[config.mk]
export PLATFORM = sky130hd
export DESIGN_NAME = wb_ram_interface_flat
export DESIGN_NICKNAME = d
export VERILOG_FILES = /design/src/common/soc_pkg.sv /design/src/common/ram_if.sv /design/src/common/wb_if.sv /design/src/wb_ram/wb_ram_interface.sv /design/src/flat_wrapper.sv
export SDC_FILE = /design/constraint.sdc
export NUM_CORES = 1
export LEC_CHECK = 0
export BUFFER_PORTS_ARGS = -buffer_cell sky130_fd_sc_hd__clkbuf_2
export CORE_AREA = 2 2 91 93
export CTS_BUF_LIST = sky130_fd_sc_hd__clkbuf_4 sky130_fd_sc_hd__clkbuf_8
export DETAILED_ROUTE_END_ITERATION = 8
export DIE_AREA = 0 0 93 95
export GPL_ROUTABILITY_DRIVEN = 0
export PLACE_DENSITY = 0.79
export SLEW_MARGIN = 15
export SYNTH_ARGS = -nofsm -noshare
export SYNTH_HDL_FRONTEND = slang
export SYNTH_SLANG_ARGS = --single-unit
[constraint.sdc]
create_clock -name ram_clk_i -period 5.1 [get_ports ram_clk_i]
set_input_delay 1.53 -clock ram_clk_i [delete_from_list [all_inputs] [get_ports ram_clk_i]]
set_output_delay 1.53 -clock ram_clk_i [all_outputs]
set_load 0.02 [all_outputs]
[src/common/soc_pkg.sv]
`default_nettype none

package soc_pkg;

    // Address and data widths
    localparam int RAM_ADDR_W = 10;               // Word address inside one RAM
    localparam int WB_ADDR_W  = RAM_ADDR_W + 1;   // One region bit on top
    localparam int DATA_W     = 32;               // Bus and RAM word width
    localparam int RAM_WORDS  = 1 << RAM_ADDR_W;  // Depth of each RAM

    // Region codes held in the top Wishbone address bit
    localparam logic IRAM = 1'b0;                 // Instruction RAM
    localparam logic DRAM = 1'b1;                 // Data RAM

    typedef logic [WB_ADDR_W-1:0]  wb_addr_t;     // Wishbone word address
    typedef logic [RAM_ADDR_W-1:0] ram_addr_t;    // Address within one RAM
    typedef logic [DATA_W-1:0]     data_t;        // One data word

    // Bridge RAM sequence
    typedef enum logic [1:0] {
        RAM_IDLE,                                 // No access in flight
        RAM_REQ,                                  // Address and write enable at the RAM
        RAM_RESP                                  // Read data valid at the RAM output
    } ram_state_e;

    // Bridge Wishbone sequence
    typedef enum logic {
        WB_IDLE,                                  // Waiting for a RAM response
        WB_RESP                                   // Ack high for one cycle
    } wb_state_e;

    // Arbiter ownership
    typedef enum logic {
        ARB_IDLE,                                 // Bus free until the next grant
        ARB_BUSY                                  // Bus locked to the owner
    } arb_state_e;

endpackage

`default_nettype wire

[src/common/ram_if.sv]
`default_nettype none

interface ram_if
    import soc_pkg::*;
();

    ram_addr_t addr;    // Word address inside the RAM
    data_t     wdata;   // Write data
    logic      we;      // One-cycle write pulse
    data_t     rdata;   // Registered read data

    modport ctrl (
        output addr,
        output wdata,
        output we,
        input  rdata
    );

    modport mem (
        input  addr,
        input  wdata,
        input  we,
        output rdata
    );

endinterface

`default_nettype wire

[src/common/wb_if.sv]
`default_nettype none

interface wb_if
    import soc_pkg::*;
();

    logic     cyc;    // Bus cycle in progress
    logic     stb;    // Transfer request
    logic     we;     // High for write, low for read
    wb_addr_t addr;   // Word address with region bit
    data_t    wdata;  // Write data
    data_t    rdata;  // Read data valid with ack
    logic     ack;    // One-cycle completion pulse

    modport master (
        output cyc,
        output stb,
        output we,
        output addr,
        output wdata,
        input  rdata,
        input  ack
    );

    modport slave (
        input  cyc,
        input  stb,
        input  we,
        input  addr,
        input  wdata,
        output rdata,
        output ack
    );

endinterface

`default_nettype wire

[src/wb_ram/wb_ram_interface.sv]
`default_nettype none

module wb_ram_interface
    import soc_pkg::*;
(
    input  wire   ram_clk_i,   // System clock
    input  wire   rst_ni,      // Async active-low reset
    wb_if.slave   wb,          // Shared Wishbone bus
    ram_if.ctrl   iram,        // Instruction RAM port
    ram_if.ctrl   dram         // Data RAM port
);

    ram_state_e ram_state;
    ram_state_e ram_next_state;
    wb_state_e  wb_state;
    wb_state_e  wb_next_state;

    logic      bus_req;        // cyc and stb both high
    logic      accept;         // New access starts at this edge
    logic      ram_resp;       // RAM output holds the requested word
    logic      ack_set;        // Ack rises at this edge
    logic      region;         // Region bit of the live address
    logic      region_q;       // Region of the access in flight
    logic      iram_we_q;
    logic      dram_we_q;
    logic      ack_q;
    ram_addr_t addr_q;
    data_t     wdata_q;
    data_t     rdata_q;

    assign bus_req  = wb.cyc & wb.stb;
    assign region   = wb.addr[RAM_ADDR_W];
    assign ram_resp = (ram_state == RAM_RESP);
    // Refused during WB_RESP so a strobe held past ack starts nothing
    assign accept   = bus_req & (ram_state == RAM_IDLE) & (wb_state == WB_IDLE);
    assign ack_set  = bus_req & ram_resp & (wb_state == WB_IDLE);

    always_comb begin : ram_next
        ram_next_state = RAM_IDLE;
        case (ram_state)
            RAM_IDLE: begin
                if (accept)
                    ram_next_state = RAM_REQ;
            end
            RAM_REQ:  ram_next_state = RAM_RESP;   // RAM writes or reads here
            RAM_RESP: ram_next_state = RAM_IDLE;   // Ack is issued on this edge
            default:  ram_next_state = RAM_IDLE;
        endcase
    end : ram_next

    always_ff @(posedge ram_clk_i or negedge rst_ni) begin : ram_seq
        if (!rst_ni) begin
            ram_state <= RAM_IDLE;
            iram_we_q <= 1'b0;
            dram_we_q <= 1'b0;
            region_q  <= IRAM;
        end else begin
            ram_state <= ram_next_state;
            iram_we_q <= accept & wb.we & (region == IRAM);   // One-cycle pulse
            dram_we_q <= accept & wb.we & (region == DRAM);
            if (accept)
                region_q <= region;
        end
    end : ram_seq

    // Request payload captured at acceptance
    always_ff @(posedge ram_clk_i) begin : req_capture
        if (accept) begin
            addr_q  <= wb.addr[RAM_ADDR_W-1:0];
            wdata_q <= wb.wdata;
        end
    end : req_capture

    always_comb begin : wb_next
        wb_next_state = WB_IDLE;
        case (wb_state)
            WB_IDLE: begin
                if (ack_set)
                    wb_next_state = WB_RESP;
            end
            WB_RESP: wb_next_state = WB_IDLE;     // Ack lasts one cycle
            default: wb_next_state = WB_IDLE;
        endcase
    end : wb_next

    always_ff @(posedge ram_clk_i or negedge rst_ni) begin : wb_seq
        if (!rst_ni) begin
            wb_state <= WB_IDLE;
            ack_q    <= 1'b0;
        end else begin
            wb_state <= wb_next_state;
            ack_q    <= ack_set;
        end
    end : wb_seq

    // Read word from the region of the access
    always_ff @(posedge ram_clk_i) begin : rdata_capture
        if (ack_set)
            rdata_q <= (region_q == DRAM) ? dram.rdata : iram.rdata;
    end : rdata_capture

    // Both RAMs share address and data with one write enable each
    assign iram.addr  = addr_q;
    assign iram.wdata = wdata_q;
    assign iram.we    = iram_we_q;
    assign dram.addr  = addr_q;
    assign dram.wdata = wdata_q;
    assign dram.we    = dram_we_q;

    assign wb.ack   = ack_q;
    assign wb.rdata = rdata_q;

endmodule

`default_nettype wire
[src/flat_wrapper.sv]
// flat-port wrapper written by rule: the top's interface ports become plain ports
module wb_ram_interface_flat import soc_pkg::*;
  (ram_clk_i, rst_ni, wb_cyc, wb_stb, wb_we, wb_addr, wb_wdata, wb_rdata, wb_ack, iram_addr, iram_wdata, iram_we, iram_rdata, dram_addr, dram_wdata, dram_we, dram_rdata);
  wb_if wb_i ();
  ram_if iram_i ();
  ram_if dram_i ();
  input  wire ram_clk_i;
  input  wire rst_ni;
  input wire logic [$bits(wb_i.cyc)-1:0] wb_cyc;
  input wire logic [$bits(wb_i.stb)-1:0] wb_stb;
  input wire logic [$bits(wb_i.we)-1:0] wb_we;
  input wire logic [$bits(wb_i.addr)-1:0] wb_addr;
  input wire logic [$bits(wb_i.wdata)-1:0] wb_wdata;
  output wire logic [$bits(wb_i.rdata)-1:0] wb_rdata;
  output wire logic [$bits(wb_i.ack)-1:0] wb_ack;
  output wire logic [$bits(iram_i.addr)-1:0] iram_addr;
  output wire logic [$bits(iram_i.wdata)-1:0] iram_wdata;
  output wire logic [$bits(iram_i.we)-1:0] iram_we;
  input wire logic [$bits(iram_i.rdata)-1:0] iram_rdata;
  output wire logic [$bits(dram_i.addr)-1:0] dram_addr;
  output wire logic [$bits(dram_i.wdata)-1:0] dram_wdata;
  output wire logic [$bits(dram_i.we)-1:0] dram_we;
  input wire logic [$bits(dram_i.rdata)-1:0] dram_rdata;
  assign wb_i.cyc = wb_cyc;
  assign wb_i.stb = wb_stb;
  assign wb_i.we = wb_we;
  assign wb_i.addr = wb_addr;
  assign wb_i.wdata = wb_wdata;
  assign wb_rdata = wb_i.rdata;
  assign wb_ack = wb_i.ack;
  assign iram_addr = iram_i.addr;
  assign iram_wdata = iram_i.wdata;
  assign iram_we = iram_i.we;
  assign iram_i.rdata = iram_rdata;
  assign dram_addr = dram_i.addr;
  assign dram_wdata = dram_i.wdata;
  assign dram_we = dram_i.we;
  assign dram_i.rdata = dram_rdata;
  wb_ram_interface u_core (.ram_clk_i(ram_clk_i), .rst_ni(rst_ni), .wb(wb_i), .iram(iram_i), .dram(dram_i));
endmodule
==> qor.txt <==
outcome: complete, no violations
PwrDens: 341.8 nW/um^2
# hold bufs at CTS: 0
Sw Share: 23.22%
commonest cells after routing, fill and taps aside: 230 x clkbuf_2, 74 x edfxtp_1, 32 x mux2_2
CTS clock-pin slew for the worst setup and hold paths: 0.08 ns
Max Slew Vio Count: 0
hold endpoint: u_core.ram_state[0]
Reg power frac: 51.4%
largest net degree at the start of global routing: 43
CP top delay family: flip-flops
internal cell power: 1144 uW
Reg2Reg Launch Point: u_core.ram_state[0]
slowest CP cell: dfrtp_1
clock power share: 34.1%
CP arrival: 1.04 ns
via count: 2065
CTS sink count: 80
H-tree depth: 3
Nets: 476
CP Capture Type: primary output
final instance area: 4358 um^2
Worst Hold Path Cells: 1
RR Endpoint: u_core.dram.wdata[12]
HPWL after DPL: 5.329 mm
fraction of the yosys area taken by sequential cells: 75.33%
Sw Pwr: 345.8 uW
postcts setup bufs: 0
CTS buffer count: 9
ANT cells: 0
die area: 8835 um^2
final setup fails: 0
worst stage delay on the critical path: 0.48 ns
core box area: 7928 um^2
final worst slack: 2.531 ns
achievable frequency: 389.2 MHz
Avg Synthesized Cell Area: 18.97 um^2
Relative slew margins: 66.01%
Worst Hold Class: flip-flop to flip-flop
combinational share of power: 14.5%
IO Count: 231
CTS tree: built
crit path cell chain: clkbuf_2
Distinct cells, synth: 13
first-pass GRT wire length: 9.370 mm
die height: 95 um
Max Buffers Root-to-Sink: 2
final global-route overflow total: 0
Row Count: 33
pre-CTS setup slack: 2.216 ns
Port Buffers: 230
Routed Antenna Nets: 0
worst hold start: u_core.ram_state[1]
cts repair resizes: 0
CP Class: flip-flop to primary output
initial DRC count: 48
met1 Use GR: 14.51%
Buf+Inv Stages, Crit Path: 1
final hold vios: 0
clk_lat worst skew: 0.34 ns
Mapped Cells: 166
final worst path period share: 50.38%
Ys Warns: 0
largest vdd supply drop: 0.0002046 V
via/cell ratio: 4.357
top fanout value on the critical path: 4
commonest non-fill, non-tap cell in the layout: clkbuf_2
area of placed instances: 4134 um^2
crit path launch type: flip-flop
setup TNS: 0 ns
clk root buf: clkbuf_8
transition time of the tightest slew-check pin: 0.5099 ns
Die Wd: 93 um
reg2reg path depth: 2
total wire length: 6.651 mm
share of cells above drive strength 1: 77.78%
GRT Max-Usage Layer: met2
RSZ-0062 raised after global routing: no
Worst Path Required: 3.57 ns
Max-Cap Viols: 0
Synth-to-Final Area Change: 38.38%
total leakage power: 0.001997 uW
DR DRC count: 0
initial antenna violation count: 0
vias in the first global route: 1967
Final Skew: 0.009080 ns
met3 GRT Util: 5.826%
Starting Density: 39.73%
post-synthesis register bit count: 80
reg-to-reg setup timing slack: 3.39 ns
Tmin final: 2.569 ns
synthesized net count: 278
Total GRT Usage: 14.62%
met2 Use GR: 26.75%
drt wl/cell: 14.03 um
synthesized area: 3149 um^2
1st-pass router iterations: 4
## worst max-delay path by stage
stage                     cells past startpoint  slack, ns          start               endpoint
after detailed placement                      4       2.22         wb_cyc  u_core.dram.wdata[22]
after global routing                          4       2.48         wb_cyc  u_core.dram.wdata[12]
final                                         1       2.53  u_core.wb.ack                 wb_ack
after floorplan                               2       1.14         wb_cyc     u_core.wb.rdata[0]
after CTS                                     1       2.51  u_core.wb.ack                 wb_ack
after global placement                        4       2.25         wb_cyc  u_core.dram.wdata[22]
## routing by layer
layer	vias up	wire (um)
met2	147	3639
met4	0	170
li1	967	-
met1	935	2114
met3	16	726
met5	-	0
## logic make-up (layout without fill, tap and decap cells)
logic type | Yosys count | count (layout) | share of synthesized area, %
AND/OR/NAND/NOR | 7 | 7 | 2.106
buffers and inverters | 46 | 249 | 10.65
flip-flops | 80 | 80 | 75.33
multiplexers | 33 | 33 | 11.92
## final cells by class
type / count / area (um^2)
Clock inverter: 6 / 92.59
Tap cell: 105 / 131.4
Multi-Input combinational cell: 40 / 456.7
Sequential cell: 80 / 2372
Fill cell: 679 / 3570
Timing Repair Buffer: 233 / 1174
Clock buffer: 10 / 131.4
## registers in the layout, indices dropped and copies added, names as in the netlist
register / count
u_core.dram.we: 1
u_core.region_q: 1
u_core.dram.wdata: 32
u_core.ram_state: 2
u_core.dram.addr: 10
u_core.wb.rdata: 32
u_core.wb.ack: 1
u_core.iram.we: 1
## synth_stat cells
master    count  share of area [%]
nor4_4        1               0.68
mux2_2       32                 11
edfxtp_1     74                 71
buf_4        42                 10
nor4_1        1               0.20
buf_2         4               0.64
mux2_4        1               0.48
and2b_2       1               0.28
and3b_2       1               0.32
dfrtp_1       6                4.8
nand2_1       1               0.12
and3_2        1               0.24
nor4b_1       1               0.28
## worst reg2reg max path, cell delays in order, from the launching register on
cell     delay (ns)
dfrtp_1        0.46
nor4_4         0.36
buf_4          0.50
## metrics by stage
step / utilization, % / power, uW / instances / hold slack, ns
6_report: 54.97 / 1490 / 474 / 0.5809
5_1_grt: 54.97 / 1554 / 474 / 0.6107
4_1_cts: 54.97 / 1510 / 474 / 0.5807
3_5_place_dp: 52.15 / 999.5 / 458 / 0.5778
3_3_place_gp: 52.15 / 993.0 / 458 / 0.5667
2_1_floorplan: - / 931.7 / 166 / 0.5015
## power groups by stage
stage                     clock network, uW  logic [uW]  registers [uW]
after CTS                               524         219             767
after floorplan                           0         127             805
final                                   508         216             766
after global placement                    0         213             780
after detailed placement                  0         218             782
after global routing                    553         233             768
Note: power is estimated with default switching activity, not from simulation.
