### src/common/soc_pkg.sv
`default_nettype none

package soc_pkg;

    // Address and data widths
    localparam int RAM_ADDR_W = 10;               // Word address inside one RAM
    localparam int WB_ADDR_W  = RAM_ADDR_W + 1;   // One region bit on top
    localparam int DATA_W     = 32;               // Bus and RAM word width
    localparam int RAM_WORDS  = 1 << RAM_ADDR_W;  // Depth of each RAM

    // Region codes held in the top Wishbone address bit
    localparam logic IRAM = 1'b0;                 // Instruction RAM
    localparam logic DRAM = 1'b1;                 // Data RAM

    typedef logic [WB_ADDR_W-1:0]  wb_addr_t;     // Wishbone word address
    typedef logic [RAM_ADDR_W-1:0] ram_addr_t;    // Address within one RAM
    typedef logic [DATA_W-1:0]     data_t;        // One data word

    // Bridge RAM sequence
    typedef enum logic [1:0] {
        RAM_IDLE,                                 // No access in flight
        RAM_REQ,                                  // Address and write enable at the RAM
        RAM_RESP                                  // Read data valid at the RAM output
    } ram_state_e;

    // Bridge Wishbone sequence
    typedef enum logic {
        WB_IDLE,                                  // Waiting for a RAM response
        WB_RESP                                   // Ack high for one cycle
    } wb_state_e;

    // Arbiter ownership
    typedef enum logic {
        ARB_IDLE,                                 // Bus free until the next grant
        ARB_BUSY                                  // Bus locked to the owner
    } arb_state_e;

endpackage

`default_nettype wire

### src/common/wb_if.sv
`default_nettype none

interface wb_if
    import soc_pkg::*;
();

    logic     cyc;    // Bus cycle in progress
    logic     stb;    // Transfer request
    logic     we;     // High for write, low for read
    wb_addr_t addr;   // Word address with region bit
    data_t    wdata;  // Write data
    data_t    rdata;  // Read data valid with ack
    logic     ack;    // One-cycle completion pulse

    modport master (
        output cyc,
        output stb,
        output we,
        output addr,
        output wdata,
        input  rdata,
        input  ack
    );

    modport slave (
        input  cyc,
        input  stb,
        input  we,
        input  addr,
        input  wdata,
        output rdata,
        output ack
    );

endinterface

`default_nettype wire

### src/hw/wb_arbiter.sv
`default_nettype none

module wb_arbiter
    import soc_pkg::*;
(
    input  wire   ram_clk_i,   // System clock
    input  wire   rst_ni,      // Async active-low reset
    wb_if.slave   m0_bus,      // Instruction-fetch master
    wb_if.slave   m1_bus,      // Load/store master
    wb_if.master  sys_bus      // Shared bus towards the bridge
);

    arb_state_e arb_state;
    arb_state_e arb_next_state;
    logic       owner_q;       // Current owner where 1 means m1
    logic       last_q;        // Master served most recently
    logic       any_req;       // At least one master has cyc high
    logic       grant_m1;      // Winner of a grant taken this cycle
    logic       owner_cyc;     // Owner still holds its cycle
    logic       m0_sel;        // m0 routed to the shared bus
    logic       m1_sel;        // m1 routed to the shared bus

    assign any_req   = m0_bus.cyc | m1_bus.cyc;
    // On a tie the master not served last wins
    assign grant_m1  = m1_bus.cyc & (~m0_bus.cyc | ~last_q);
    assign owner_cyc = owner_q ? m1_bus.cyc : m0_bus.cyc;

    assign m0_sel = (arb_state == ARB_BUSY) & ~owner_q;
    assign m1_sel = (arb_state == ARB_BUSY) & owner_q;

    always_comb begin : arb_next
        arb_next_state = arb_state;
        case (arb_state)
            ARB_IDLE: begin
                if (any_req)
                    arb_next_state = ARB_BUSY;
            end
            ARB_BUSY: begin
                if (!owner_cyc)                   // Owner ended its cycle
                    arb_next_state = ARB_IDLE;
            end
            default: arb_next_state = ARB_IDLE;
        endcase
    end : arb_next

    always_ff @(posedge ram_clk_i or negedge rst_ni) begin : arb_seq
        if (!rst_ni) begin
            arb_state <= ARB_IDLE;
            owner_q   <= 1'b0;
            last_q    <= 1'b1;                    // m0 wins the first tie
        end else begin
            arb_state <= arb_next_state;
            if (arb_state == ARB_IDLE && any_req)
                owner_q <= grant_m1;              // Lock the grant
            if (arb_state == ARB_BUSY && !owner_cyc)
                last_q  <= owner_q;               // Remember who was served
        end
    end : arb_seq

    // Request path qualified by the grant
    assign sys_bus.cyc   = (m0_sel & m0_bus.cyc) | (m1_sel & m1_bus.cyc);
    assign sys_bus.stb   = (m0_sel & m0_bus.stb) | (m1_sel & m1_bus.stb);
    assign sys_bus.we    = (m0_sel & m0_bus.we)  | (m1_sel & m1_bus.we);
    assign sys_bus.addr  = owner_q ? m1_bus.addr  : m0_bus.addr;
    assign sys_bus.wdata = owner_q ? m1_bus.wdata : m0_bus.wdata;

    // Response path seen only by the owner
    assign m0_bus.ack   = m0_sel & sys_bus.ack;
    assign m1_bus.ack   = m1_sel & sys_bus.ack;
    assign m0_bus.rdata = m0_sel ? sys_bus.rdata : '0;
    assign m1_bus.rdata = m1_sel ? sys_bus.rdata : '0;

endmodule

`default_nettype wire

### src/flat_wrapper.sv
// flat-port wrapper written by rule: the top's interface ports become plain ports
module wb_arbiter_flat import soc_pkg::*;
  (ram_clk_i, rst_ni, m0_bus_cyc, m0_bus_stb, m0_bus_we, m0_bus_addr, m0_bus_wdata, m0_bus_rdata, m0_bus_ack, m1_bus_cyc, m1_bus_stb, m1_bus_we, m1_bus_addr, m1_bus_wdata, m1_bus_rdata, m1_bus_ack, sys_bus_cyc, sys_bus_stb, sys_bus_we, sys_bus_addr, sys_bus_wdata, sys_bus_rdata, sys_bus_ack);
  wb_if m0_bus_i ();
  wb_if m1_bus_i ();
  wb_if sys_bus_i ();
  input  wire ram_clk_i;
  input  wire rst_ni;
  input wire logic [$bits(m0_bus_i.cyc)-1:0] m0_bus_cyc;
  input wire logic [$bits(m0_bus_i.stb)-1:0] m0_bus_stb;
  input wire logic [$bits(m0_bus_i.we)-1:0] m0_bus_we;
  input wire logic [$bits(m0_bus_i.addr)-1:0] m0_bus_addr;
  input wire logic [$bits(m0_bus_i.wdata)-1:0] m0_bus_wdata;
  output wire logic [$bits(m0_bus_i.rdata)-1:0] m0_bus_rdata;
  output wire logic [$bits(m0_bus_i.ack)-1:0] m0_bus_ack;
  input wire logic [$bits(m1_bus_i.cyc)-1:0] m1_bus_cyc;
  input wire logic [$bits(m1_bus_i.stb)-1:0] m1_bus_stb;
  input wire logic [$bits(m1_bus_i.we)-1:0] m1_bus_we;
  input wire logic [$bits(m1_bus_i.addr)-1:0] m1_bus_addr;
  input wire logic [$bits(m1_bus_i.wdata)-1:0] m1_bus_wdata;
  output wire logic [$bits(m1_bus_i.rdata)-1:0] m1_bus_rdata;
  output wire logic [$bits(m1_bus_i.ack)-1:0] m1_bus_ack;
  output wire logic [$bits(sys_bus_i.cyc)-1:0] sys_bus_cyc;
  output wire logic [$bits(sys_bus_i.stb)-1:0] sys_bus_stb;
  output wire logic [$bits(sys_bus_i.we)-1:0] sys_bus_we;
  output wire logic [$bits(sys_bus_i.addr)-1:0] sys_bus_addr;
  output wire logic [$bits(sys_bus_i.wdata)-1:0] sys_bus_wdata;
  input wire logic [$bits(sys_bus_i.rdata)-1:0] sys_bus_rdata;
  input wire logic [$bits(sys_bus_i.ack)-1:0] sys_bus_ack;
  assign m0_bus_i.cyc = m0_bus_cyc;
  assign m0_bus_i.stb = m0_bus_stb;
  assign m0_bus_i.we = m0_bus_we;
  assign m0_bus_i.addr = m0_bus_addr;
  assign m0_bus_i.wdata = m0_bus_wdata;
  assign m0_bus_rdata = m0_bus_i.rdata;
  assign m0_bus_ack = m0_bus_i.ack;
  assign m1_bus_i.cyc = m1_bus_cyc;
  assign m1_bus_i.stb = m1_bus_stb;
  assign m1_bus_i.we = m1_bus_we;
  assign m1_bus_i.addr = m1_bus_addr;
  assign m1_bus_i.wdata = m1_bus_wdata;
  assign m1_bus_rdata = m1_bus_i.rdata;
  assign m1_bus_ack = m1_bus_i.ack;
  assign sys_bus_cyc = sys_bus_i.cyc;
  assign sys_bus_stb = sys_bus_i.stb;
  assign sys_bus_we = sys_bus_i.we;
  assign sys_bus_addr = sys_bus_i.addr;
  assign sys_bus_wdata = sys_bus_i.wdata;
  assign sys_bus_i.rdata = sys_bus_rdata;
  assign sys_bus_i.ack = sys_bus_ack;
  wb_arbiter u_core (.ram_clk_i(ram_clk_i), .rst_ni(rst_ni), .m0_bus(m0_bus_i), .m1_bus(m1_bus_i), .sys_bus(sys_bus_i));
endmodule
### config.mk
export PLATFORM = sky130hd
export DESIGN_NAME = wb_arbiter_flat
export DESIGN_NICKNAME = d
export VERILOG_FILES = /design/src/common/soc_pkg.sv /design/src/common/wb_if.sv /design/src/hw/wb_arbiter.sv /design/src/flat_wrapper.sv
export SDC_FILE = /design/constraint.sdc
export NUM_CORES = 1
export LEC_CHECK = 0
export BUFFER_PORTS_ARGS = -buffer_cell sky130_fd_sc_hd__buf_4
export CAP_MARGIN = 20
export CORE_AREA = 8 8 86 88
export CTS_BUF_LIST = sky130_fd_sc_hd__clkbuf_8
export CTS_CLUSTER_DIAMETER = 40
export DETAILED_ROUTE_END_ITERATION = 8
export DIE_AREA = 0 0 94 96
export PLACE_DENSITY_LB_ADDON = 0.3
export SETUP_SLACK_MARGIN = 0.4
export SLEW_MARGIN = 15
export SYNTH_ARGS = -nofsm -noshare
export SYNTH_HDL_FRONTEND = slang
export SYNTH_SLANG_ARGS = --single-unit
export TNS_END_PERCENT = 1
### constraint.sdc
create_clock -name ram_clk_i -period 3.15 [get_ports ram_clk_i]
set_clock_uncertainty 0.15 [all_clocks]
set_input_delay 0.315 -clock ram_clk_i [delete_from_list [all_inputs] [get_ports ram_clk_i]]
set_output_delay 0.315 -clock ram_clk_i [all_outputs]
set_load 0.05 [all_outputs]
==> flow_summary.json <==
{
  "status": "completed",
  "hp-class": "input port to flop",
  "postCtsHoldBufs": 1,
  "fin_total_pwr_uw": 2626,
  "area_growth_pct": 153.9,
  "fmax_ghz": 0.4164,
  "drtAntennaViolNets": 0,
  "port_buffers": 238,
  "synthesis.area_sq_um": 1205,
  "grt_max_degree": 36,
  "synth-seq-cells": 3,
  "dr_wl_met2_mm": 4.333,
  "yosysUniqueCellTypes": 17,
  "fin_crit_sh_pct": 76.24,
  "htree_levels": 1,
  "wl_per_cell_um": 17.77,
  "crit_chain": "buf_4 -> mux2i_1 -> nor2_1 -> buf_4",
  "drive_above_1_share_pct": 77.60,
  "syn_inst": 144,
  "fin_nets": 503,
  "grt_usage_pct": 14.74,
  "max-cap-violations": 0,
  "whs_ps": 215.5,
  "powerDensity_nw_per_um2": 858.3,
  "crit_path_start_kind": "flop",
  "finalInstanceArea_sq_um": 3059,
  "vias_per_cell": 4.323,
  "wirelength_mm": 8.031,
  "first_global_vias": 2006,
  "clock-sinks": 3,
  "cts_resized": 0,
  "rows": 29,
  "peakVddDrop_v": 0.0004471,
  "rsz0062_at_grt": "no",
  "tightest_slew_ps": 757.7,
  "antenna-diode-count": 0,
  "cts_tree": "done",
  "cpPeakStageDelay_ps": 850,
  "dr.pass1.iters": 4,
  "critPathSlowestCell": "dfrtp_2",
  "drt_iter0_drc": 24,
  "core_sq_um": 6096,
  "start_util_pct": 19.77,
  "synth_seq_area_share_pct": 6.334,
  "grt_pass1_wl_mm": 10.78,
  "fin_util_pct": 50.18,
  "clk_path_buf_depth": 2,
  "min_period_ps": 2402,
  "critical_path_class": "flop to primary output",
  "crit_path_end_kind": "primary output",
  "die_h_um": 96,
  "avgSynthCellArea_sq_um": 8.367,
  "hold_viol": 0,
  "wl_met3_um": 785,
  "gp_congestion": 0.8440,
  "fillers": 584,
  "antenna_found_initial": 0,
  "setup_viol": 0,
  "wl_met1_mm": 2.770,
  "clk_pin_slew_ps": 30,
  "numCtsBuffers": 3,
  "arrival_ps": 1940,
  "fin_setup_tns_ps": 0,
  "grt_overflow": 0,
  "critPathMaxFanout": 30,
  "syn_nets": 271,
  "postCtsSetupBuffers": 0,
  "highest_layer": "met4",
  "drc": 0,
  "leakage_uw": 0.001758,
  "finalMaxSlewViolations": 0,
  "path_common_cell": "buf_4",
  "yosys_warnings": 0,
  "required_ps": 2680,
  "cts_root_buf": "clkbuf_8",
  "hpwlAfterDp_mm": 7.058,
  "die_area_sq_um": 9024,
  "vias": 1954,
  "clk_latency_ps": 210,
  "place_area_sq_um": 3004,
  "ioPinCount": 239,
  "max_slew_margin_pct": 49.49,
  "fp.dieW_um": 94
}
## cell usage in the layout (no fill, tap or decap)
master / synthesis / layout
a21oi_1: 1 / 1
a32o_1: 1 / 1
and2_1: 33 / 33
and3_1: 33 / 33
buf_12: 0 / 1
buf_4: 1 / 240
clkbuf_8: 0 / 3
dfrtp_1: 2 / 1
dfrtp_2: 0 / 1
dfstp_2: 1 / 1
dlygate4sd3_1: 0 / 1
inv_1: 0 / 1
inv_2: 1 / 1
mux2_2: 43 / 43
mux2i_1: 3 / 3
nand2_1: 3 / 3
nor2_1: 4 / 4
nor2_8: 1 / 1
nor2b_1: 1 / 1
o21ai_0: 2 / 2
## registers in the layout (all words and copies together), names as in the netlist
| signal | cells |
|---|---|
| u_core.owner_q | 1 |
| u_core.last_q | 1 |
| u_core.arb_state | 1 |
## cell type report
cell class                 count  area, sq um  share of cell area, %
tap                           77        96.34                  3.149
inverter                       1        3.754                 0.1227
sequential                     3        77.57                  2.536
clock buffer                   3        41.29                  1.350
timing repair buffer         242         1832                  59.88
clock inverter                 1        3.754                 0.1227
multi-input combinational    125         1005                  32.84
## cells in the mapped netlist, drive strengths merged
| cell | number | area share, % |
|---|---|---|
| buf | 9 | 8.1 |
| o21ai | 2 | 0.83 |
| nor2b | 1 | 0.52 |
| inv | 1 | 0.31 |
| a32o | 1 | 0.83 |
| and3 | 33 | 17 |
| dfrtp | 2 | 4.2 |
| nand2 | 3 | 0.93 |
| mux2 | 43 | 40 |
| a21oi | 1 | 0.41 |
| dfstp | 1 | 2.2 |
| mux2i | 3 | 2.5 |
| nor2 | 5 | 2.9 |
| clkbuf | 6 | 1.9 |
| and2 | 33 | 17 |
## logic make-up after synthesis
kind of cell           after synthesis  share of synthesized area [%]
and+or+nand+nor                     75                          38.63
AOI/OAI and AO/OA                    4                          2.077
DFF                                  3                          6.335
buffers and inverters               16                          10.28
muxes                               46                          42.68
## routing by layer
metal | vias up | global-route usage, %
li1 | 963 | -
met1 | 870 | 14.81
met2 | 113 | 28.59
met3 | 8 | 5.304
met4 | 0 | 2.642
met5 | - | 0
## per-stage QoR
| stage | setup WS, ps | cells |
|---|---|---|
| 2_1_floorplan | 1260 | 144 |
| 3_3_place_gp | 965.2 | 447 |
| 3_5_place_dp | 949.2 | 447 |
| 4_1_cts | 715.9 | 452 |
| 5_1_grt | 576.8 | 452 |
| 6_report | 748.3 | 452 |
## worst paths after layout
kind / slack (ps) / start / cells after the start / endpoint
max: 750 / u_core.owner_q / 4 / sys_bus_cyc
min: 220 / m0_bus_cyc / 3 / u_core.last_q
max reg2reg: 1310 / u_core.owner_q / 3 / u_core.arb_state
min reg2reg: 330 / u_core.last_q / 2 / u_core.last_q
max in group asynchronous: 2390 / rst_ni / 2 / u_core.last_q
min in group asynchronous: 270 / rst_ni / 2 / u_core.owner_q
## power breakdown
group	switching (uW)	internal [uW]	total, uW	leakage (uW)
registers	76.3	57.5	134	0.0000328
clock network	24.0	82.9	107	0.0000269
logic	1570	819	2390	0.00170
## critical path, delay by kind of cell (launching register included)
| family | cells | cell delay, ps |
|---|---|---|
| AND/OR/NAND/NOR | 1 | 60 |
| flip-flops | 1 | 850 |
| multiplexers | 1 | 250 |
| buffers and inverters | 2 | 540 |
(Power assumes the default switching activity.)
